--- src/hdl/wb_pkg.sv ---
// Wishbone classic data bus widths and the two directions of the bus
// as packed structs, master-to-slave and slave-to-master
`default_nettype none

package wb_pkg;

    localparam int adr_w = 32;      // byte address
    localparam int dat_w = 64;
    localparam int sel_w = 8;       // one select per byte lane

    typedef struct packed {
        logic             cyc;
        logic             stb;
        logic             we;
        logic [adr_w-1:0] adr;
        logic [dat_w-1:0] dat;
        logic [sel_w-1:0] sel;
    } wb_m2s_t;

    typedef struct packed {
        logic [dat_w-1:0] dat;
        logic             ack;
    } wb_s2m_t;

endpackage

`default_nettype wire

--- src/hdl/lsu_pkg.sv ---
// instruction formats, memory operation codes and stage boundary types
// shared by the memory stage RTL and its testbench through scoped names
`default_nettype none

package lsu_pkg;

    localparam int xlen = 64;       // one data word

    typedef enum logic [3:0] {
        op_alu = 4'd0,              // result passes straight to writeback
        op_lb  = 4'd1,
        op_lh  = 4'd2,
        op_lw  = 4'd3,
        op_ld  = 4'd4,
        op_lbu = 4'd5,
        op_lhu = 4'd6,
        op_lwu = 4'd7,
        op_sb  = 4'd8,
        op_sh  = 4'd9,
        op_sw  = 4'd10,
        op_sd  = 4'd11
    } mem_op_e;

    typedef struct packed {
        logic [6:0] funct7;
        logic [4:0] rs2;
        logic [4:0] rs1;
        logic [2:0] funct3;
        logic [4:0] rd;
        logic [6:0] opcode;
    } r_fmt_t;

    typedef struct packed {
        logic [6:0] imm_hi;
        logic [4:0] rs2;
        logic [4:0] rs1;
        logic [2:0] funct3;
        logic [4:0] imm_lo;
        logic [6:0] opcode;
    } s_fmt_t;

    // the same 32-bit word, read as R-type for rd and as S-type for rs2
    typedef union packed {
        r_fmt_t r;
        s_fmt_t s;
    } inst_u;

    typedef struct packed {
        logic [xlen-1:0] pc;
        inst_u           inst;
        mem_op_e         op;
        logic [xlen-1:0] alu_out;   // result or effective address
        logic [xlen-1:0] src2;      // store data
    } ex_req_t;

    typedef struct packed {
        logic [xlen-1:0] pc;
        inst_u           inst;
        logic            rd_we;
        logic [4:0]      rd;
        logic [xlen-1:0] rd_data;
    } wb_res_t;

    typedef struct packed {
        logic            valid;
        logic [4:0]      rd;
        logic [xlen-1:0] data;
        logic            can_write; // writeback instruction writes a register
    } fwd_t;

endpackage

`default_nettype wire
--- src/hdl/mem_stage.sv ---
// memory access stage of the RV64 pipeline, between execute and writeback
// ALU results pass through; loads and stores run one Wishbone classic
// cycle each; valid/ready handshakes on both sides
`timescale 1ns/10ps
`default_nettype none

module mem_stage (
    input  wire logic             clk,
    input  wire logic             rst,
    input  wire logic             in_valid,
    output logic                  in_ready,
    input  wire lsu_pkg::ex_req_t in_req,
    input  wire lsu_pkg::fwd_t    fwd,
    output logic                  out_valid,
    input  wire logic             out_ready,
    output lsu_pkg::wb_res_t      out_res,
    output wb_pkg::wb_m2s_t       bus_o,
    input  wire wb_pkg::wb_s2m_t  bus_i
);

    logic             held_valid;
    lsu_pkg::ex_req_t held_req;
    logic             needs_bus;
    logic             is_load;
    logic             bus_done;
    logic             leave;
    logic [63:0]      st_dat;
    logic [7:0]       st_sel;
    logic [63:0]      rd_word;
    logic [63:0]      ld_data;

    assign needs_bus = held_valid && (held_req.op != lsu_pkg::op_alu);
    assign is_load   = held_req.op inside {lsu_pkg::op_lb, lsu_pkg::op_lh,
                                           lsu_pkg::op_lw, lsu_pkg::op_ld,
                                           lsu_pkg::op_lbu, lsu_pkg::op_lhu,
                                           lsu_pkg::op_lwu};

    assign out_valid = held_valid && (!needs_bus || bus_done);
    assign leave     = out_valid && out_ready;
    assign in_ready  = !held_valid || leave;    // empty, or emptying now

    mem_stage_reg stage_reg_i (
        .clk        (clk),
        .rst        (rst),
        .in_valid   (in_valid),
        .in_req     (in_req),
        .advance    (in_ready),
        .held_valid (held_valid),
        .held_req   (held_req)
    );

    store_format store_fmt_i (
        .req    (held_req),
        .fwd    (fwd),
        .st_dat (st_dat),
        .st_sel (st_sel)
    );

    wb_data_master bus_master_i (
        .clk     (clk),
        .rst     (rst),
        .valid   (needs_bus),
        .req     (held_req),
        .st_dat  (st_dat),
        .st_sel  (st_sel),
        .leave   (leave),
        .bus_o   (bus_o),
        .bus_i   (bus_i),
        .done    (bus_done),
        .rd_word (rd_word)
    );

    load_extend load_ext_i (
        .op      (held_req.op),
        .addr_lo (held_req.alu_out[2:0]),
        .word    (rd_word),
        .rd_data (ld_data)
    );

    assign out_res.pc      = held_req.pc;
    assign out_res.inst    = held_req.inst;
    assign out_res.rd_we   = (held_req.op == lsu_pkg::op_alu) || is_load;
    assign out_res.rd      = held_req.inst.r.rd;   // R-type view
    assign out_res.rd_data = is_load ? ld_data : held_req.alu_out;

endmodule

`default_nettype wire

--- src/hdl/load_extend.sv ---
// load data formatting that takes the addressed byte, half or word out of
// the returned bus word and sign or zero extends it to a full register
`timescale 1ns/10ps
`default_nettype none

module load_extend (
    input  wire lsu_pkg::mem_op_e op,
    input  wire logic [2:0]       addr_lo,
    input  wire logic [63:0]      word,
    output logic [63:0]           rd_data
);

    logic [lsu_pkg::xlen-1:0] shifted;
    logic [7:0]               b;
    logic [15:0]              h;
    logic [31:0]              w;

    // addressed lane moved down to bit 0
    assign shifted = word >> {addr_lo, 3'b000};
    assign b = shifted[7:0];
    assign h = shifted[15:0];
    assign w = shifted[31:0];

    always_comb begin
        case (op)
            lsu_pkg::op_lb:  rd_data = {{56{b[7]}}, b};
            lsu_pkg::op_lh:  rd_data = {{48{h[15]}}, h};
            lsu_pkg::op_lw:  rd_data = {{32{w[31]}}, w};
            lsu_pkg::op_lbu: rd_data = {56'd0, b};
            lsu_pkg::op_lhu: rd_data = {48'd0, h};
            lsu_pkg::op_lwu: rd_data = {32'd0, w};
            default:         rd_data = word;    // ld, full word
        endcase
    end

endmodule

`default_nettype wire

--- src/hdl/wb_data_master.sv ---
// Wishbone classic master for the memory stage that runs one single-beat
// cycle per held load or store; done stays up until the item leaves so a
// stalled writeback never triggers a second access
`timescale 1ns/10ps
`default_nettype none

module wb_data_master (
    input  wire logic             clk,
    input  wire logic             rst,
    input  wire logic             valid,
    input  wire lsu_pkg::ex_req_t req,
    input  wire logic [63:0]      st_dat,
    input  wire logic [7:0]       st_sel,
    input  wire logic             leave,
    output wb_pkg::wb_m2s_t       bus_o,
    input  wire wb_pkg::wb_s2m_t  bus_i,
    output logic                  done,
    output logic [63:0]           rd_word
);

    typedef enum logic [1:0] {
        st_idle,
        st_busy,
        st_done
    } state_e;

    state_e                    state;
    logic                      cyc_q;
    logic                      we_q;
    logic [wb_pkg::adr_w-1:0]  adr_q;
    logic [wb_pkg::dat_w-1:0]  dat_q;
    logic [wb_pkg::sel_w-1:0]  sel_q;
    logic                      is_store;
    logic                      start;

    assign is_store = req.op inside {lsu_pkg::op_sb, lsu_pkg::op_sh,
                                     lsu_pkg::op_sw, lsu_pkg::op_sd};
    assign start    = (state == st_idle) && valid;

    always_ff @(posedge clk) begin
        if (rst) begin
            state <= st_idle;
            cyc_q <= 1'b0;
        end else begin
            case (state)
                st_idle: begin
                    if (valid) begin
                        state <= st_busy;
                        cyc_q <= 1'b1;      // cyc and stb together
                    end
                end
                st_busy: begin
                    if (bus_i.ack) begin
                        state <= st_done;
                        cyc_q <= 1'b0;
                    end
                end
                st_done: begin
                    if (leave) begin
                        state <= st_idle;
                    end
                end
                default: state <= st_idle;
            endcase
        end
    end

    // request fields held stable for the whole cycle; lanes chosen by sel
    always_ff @(posedge clk) begin
        if (start) begin
            we_q  <= is_store;
            adr_q <= {req.alu_out[wb_pkg::adr_w-1:3], 3'b000};
            dat_q <= is_store ? st_dat : '0;
            sel_q <= is_store ? st_sel : '1;    // loads read the full word
        end
        if ((state == st_busy) && bus_i.ack) begin
            rd_word <= bus_i.dat;
        end
    end

    assign bus_o.cyc = cyc_q;
    assign bus_o.stb = cyc_q;
    assign bus_o.we  = we_q;
    assign bus_o.adr = adr_q;
    assign bus_o.dat = dat_q;
    assign bus_o.sel = sel_q;

    assign done = (state == st_done);

endmodule

`default_nettype wire

--- src/hdl/store_format.sv ---
// store data path that picks the store value with bypass from writeback
// and moves it into the byte lanes given by the low address bits
// selects are zero for anything that is not a store
`timescale 1ns/10ps
`default_nettype none

module store_format (
    input  wire lsu_pkg::ex_req_t req,
    input  wire lsu_pkg::fwd_t    fwd,
    output logic [63:0]           st_dat,
    output logic [7:0]            st_sel
);

    logic [4:0]              rs2;
    logic                    fwd_hit;
    logic [lsu_pkg::xlen-1:0] src;
    logic [2:0]              lane;
    logic [5:0]              shamt;

    assign rs2 = req.inst.s.rs2;            // S-type view of the word

    // writeback result overrides the stale register value
    assign fwd_hit = fwd.valid && fwd.can_write
                     && (fwd.rd == rs2) && (rs2 != 5'd0);

    assign src   = fwd_hit ? fwd.data : req.src2;
    assign lane  = req.alu_out[2:0];
    assign shamt = {lane, 3'b000};          // lane index in bits

    always_comb begin
        case (req.op)
            lsu_pkg::op_sb: begin
                st_dat = {56'd0, src[7:0]} << shamt;
                st_sel = 8'h01 << lane;
            end
            lsu_pkg::op_sh: begin
                st_dat = {48'd0, src[15:0]} << shamt;
                st_sel = 8'h03 << lane;     // lane is even
            end
            lsu_pkg::op_sw: begin
                st_dat = {32'd0, src[31:0]} << shamt;
                st_sel = 8'h0f << lane;     // lane is 0 or 4
            end
            lsu_pkg::op_sd: begin
                st_dat = src;
                st_sel = 8'hff;
            end
            default: begin
                st_dat = '0;
                st_sel = '0;
            end
        endcase
    end

endmodule

`default_nettype wire

--- src/hdl/mem_stage_reg.sv ---
// one-entry stage register between execute and the memory stage
// loads a new execute result on advance, otherwise holds the current one
`timescale 1ns/10ps
`default_nettype none

module mem_stage_reg (
    input  wire logic             clk,
    input  wire logic             rst,
    input  wire logic             in_valid,
    input  wire lsu_pkg::ex_req_t in_req,
    input  wire logic             advance,
    output logic                  held_valid,
    output lsu_pkg::ex_req_t      held_req
);

    // occupancy flag
    always_ff @(posedge clk) begin
        if (rst) begin
            held_valid <= 1'b0;
        end else if (advance) begin
            held_valid <= in_valid;         // empties if execute has nothing
        end
    end

    // payload loads together with the flag
    always_ff @(posedge clk) begin
        if (advance) begin
            held_req <= in_req;
        end
    end

endmodule

`default_nettype wire

--- config.mk ---
export PLATFORM = sky130hd
export DESIGN_NAME = mem_stage
export DESIGN_NICKNAME = d
export VERILOG_FILES = /design/src/hdl/wb_pkg.sv /design/src/hdl/lsu_pkg.sv /design/src/hdl/mem_stage.sv /design/src/hdl/load_extend.sv /design/src/hdl/wb_data_master.sv /design/src/hdl/store_format.sv /design/src/hdl/mem_stage_reg.sv
export SDC_FILE = /design/constraint.sdc
export NUM_CORES = 1
export LEC_CHECK = 0
export BUFFER_PORTS_ARGS = -buffer_cell sky130_fd_sc_hd__buf_2
export CAP_MARGIN = 30
export CORE_AREA = 2 2 247 249
export DETAILED_ROUTE_END_ITERATION = 10
export DIE_AREA = 0 0 249 251
export GPL_TIMING_DRIVEN = 1
export SLEW_MARGIN = 20
export SYNTH_ARGS = -nofsm -noshare
export SYNTH_HDL_FRONTEND = slang
export SYNTH_HIERARCHICAL = 1
export SYNTH_SLANG_ARGS = --single-unit
--- constraint.sdc ---
create_clock -name clk -period 38.4 [get_ports clk]
set_input_delay 7.68 -clock clk [delete_from_list [all_inputs] [get_ports clk]]
set_output_delay 7.68 -clock clk [all_outputs]
set_load 0.02 [all_outputs]
==> run_results.csv <==
group,metric,value,unit
timing,relSlewSlack,33.2,%
finish,drive_gt1_share,38.2,%
finish,ff_latch_area,11900,um2
synthesis,yosys.area.top_type_share,58.2,%
synthesis,synth_warnings,6,
timing,slew_violations,0,
global_route,track_usage,23.1,%
timing,finalHoldViolations,0,
setup_path,path_buf_inv,4,
setup_path,path_max_fanout,149,
detailed_routing,num_vias,16500,
setup_path,critical-path-max-stage-delay,0.62,ns
setup_path,critical_path.endpoint_type,"output pin",
finish,fin_nets,2536,
synthesis,synth-main-ff-cell,"edfxtp_1",
finish,nFillCells,5657,
synthesis,async_flop_share,0,%
clock_network,cts_buffers,46,
floorplanning,rows,90,
global_route,grt_pass1_vias,16100,
synthesis,synth_edf_count,394,
clock_network,post-cts-setup-buffers,0,
floorplanning,die_w,249,um
placement,gp_congestion,0.923,
timing,rsz0062_at_grt,"false",
timing,tightestPinTransition,0.999,ns
clock_network,htree_levels,2,
placement,portBuffers,639,
clock_network,clock_latency,0.58,ns
clock_network,clock_sinks,398,
setup_path,critical-path-top-delay-family,"buffers and inverters",
clock_network,cts_tree,"done",
finish,area_growth,25.7,%
synthesis,synth_area_leader_cell,"edfxtp_1",
clock_network,cts_resized,0,
synthesis,syn_area_per_cell,12.8,um2
status,status,"complete, no violations",
setup_path,startpoint_type,"primary input",
timing,setup_viol,0,
synthesis,syn_area,20300,um2
detailed_routing,ant_nets,0,
synthesis,yosys-top-cells-count,"edfxtp_1, nand2_1, mux2i_1, nand2b_1, a21oi_1",
setup_path,cp_slowest_cell,"buf_12",
floorplanning,die_area,62500,um2
clock_network,clk_path_buf_depth,3,
run,drv_cap,0,
clock_network,clockRootBuffer,"clkbuf_16",
power_and_ir_drop,leakage,10.3,nW
global_route,grt_max_degree,150,
synthesis,synth_most_common_cell,"edfxtp_1",
timing,layout_min_cycle_time,16.66,ns
floorplanning,start_util,34.0,%
global_route,antenna_found_initial,9,
detailed_routing,drcViolationCount,0,
floorplanning,core_region_area,59800,um2
power_and_ir_drop,peakVddDrop,39.0,uV
placement,dp_hpwl,54.4,mm
clock_network,clkTransAtPathRegs,0.06,ns
detailed_routing,wl_per_cell,25.2,um
detailed_routing,drt_iter0_markers,1473,
setup_path,cp_common_cell,"buf_2",
timing,fmax,60.0,MHz
floorplanning,die_y,251,um
synthesis,synth_area_leaders,"edfxtp_1, mux2i_1, or4b_1",
setup_path,critPathArrivalTime,8.98,ns
synthesis,ys_seq_area_share,58.6,%
clock_network,ctsHoldBuffers,0,
synthesis,synth_seq_cells,398,
timing,finalSetupTns,0,ns
global_route,grt_pass1_wl,108,mm
timing,skew,0.0206,ns
detailed_routing,routed_wl,75.3,mm
timing,whs,0.472,ns
setup_path,crit_chain,"buf_2, inv_1, a2bb2oi_4, buf_12, buf_2",
power_and_ir_drop,p_per_area,48.6,nW/um2
hold_path,hold_path.class,"reg2reg",
timing,finalCritPeriodShare,43.4,%
floorplanning,ios,643,
synthesis,postSynthCellCount,1592,
detailed_routing,dr.pass1.iters,6,
setup_path,cp.required,30.72,ns
finish,multi_input_area,7550,um2
setup_path,criticalPathCategory,"in2out",
synthesis,synth_cell_type_count,77,
detailed_routing,via_per_inst,5.50,
global_route,grt_overflow_total,0,
## area by class of cell
| cell class | count | area share [%] |
|---|---|---|
| antenna | 4 | 0.0392 |
| clock buffer | 50 | 4.57 |
| clock inverter | 36 | 1.32 |
| inverter | 11 | 0.162 |
| multi-input combinational | 1034 | 29.6 |
| sequential | 398 | 46.6 |
| tap | 782 | 3.83 |
| timing repair buffer | 677 | 13.9 |
## power by group
part,internal [mW],switching (mW)
Sequential,0.523,0.0186
Combinational,0.0868,0.171
Clock,0.255,0.187
## cell usage in the layout, fill, tap and decap left out, types with 64 or more instances in the layout
cell	count
nor2_1	64
and2_1	70
buf_2	639
o211ai_1	66
or4b_1	64
edfxtp_1	394
nand2_1	149
nand2b_1	86
a21oi_1	76
mux2i_1	94
## worst paths after layout
kind,depth (start not counted),slack (ns),endpoint,from
max,5,21.74,in_ready,out_ready
min,0,0.47,bus_master_i/adr_q[20]$_DFFE_PP_,stage_reg_i/held_req[84]$_DFFE_PP_
max reg2reg,8,34.24,bus_master_i/dat_q[51]$_SDFFCE_PN0P_,stage_reg_i/held_req[131]$_DFFE_PP_
min reg2reg,0,0.47,bus_master_i/adr_q[20]$_DFFE_PP_,stage_reg_i/held_req[84]$_DFFE_PP_
## sequential cells by signal (all words and copies together) (netlist names)
name	flops
stage_reg_i/held_valid	1
bus_master_i/we_q	1
bus_master_i/state	2
bus_master_i/adr_q	29
bus_master_i/dat_q	64
bus_master_i/sel_q	8
stage_reg_i/held_req	228
bus_master_i/rd_word	64
bus_master_i/cyc_q	1
## metal layers
| metal | track usage, % | up-vias | routed length, um |
|---|---|---|---|
| met1 | 29.4 | 8140 | 30400 |
| met3 | 5.10 | 129 | 5660 |
| met2 | 39.0 | 791 | 36800 |
| li1 | - | 7386 | - |
| met5 | 0 | - | 22 |
| met4 | 7.71 | 4 | 2430 |
## per-stage QoR
step	area [um2]	total power, mW	instances	util, %	setup WS, ns
3_3_place_gp	23900	0.803	2897	40.0	21.70
3_5_place_dp	23900	0.806	2897	40.0	21.68
2_1_floorplan	20300	0.717	1594	-	11.68
4_1_cts	25400	1.25	2983	42.5	21.70
6_report	25500	1.24	2992	42.7	21.74
5_1_grt	25500	1.29	2990	42.7	21.63
## logic make-up after synthesis
kind of cell    share of synthesized area, %
compound gates                          13.0
simple gates                            15.4
xor+xnor                               0.216
mux                                     8.25
other cells                           0.0185
buf+inv                                 4.45
flops                                   58.6
Power figures use the tool's default switching activity.
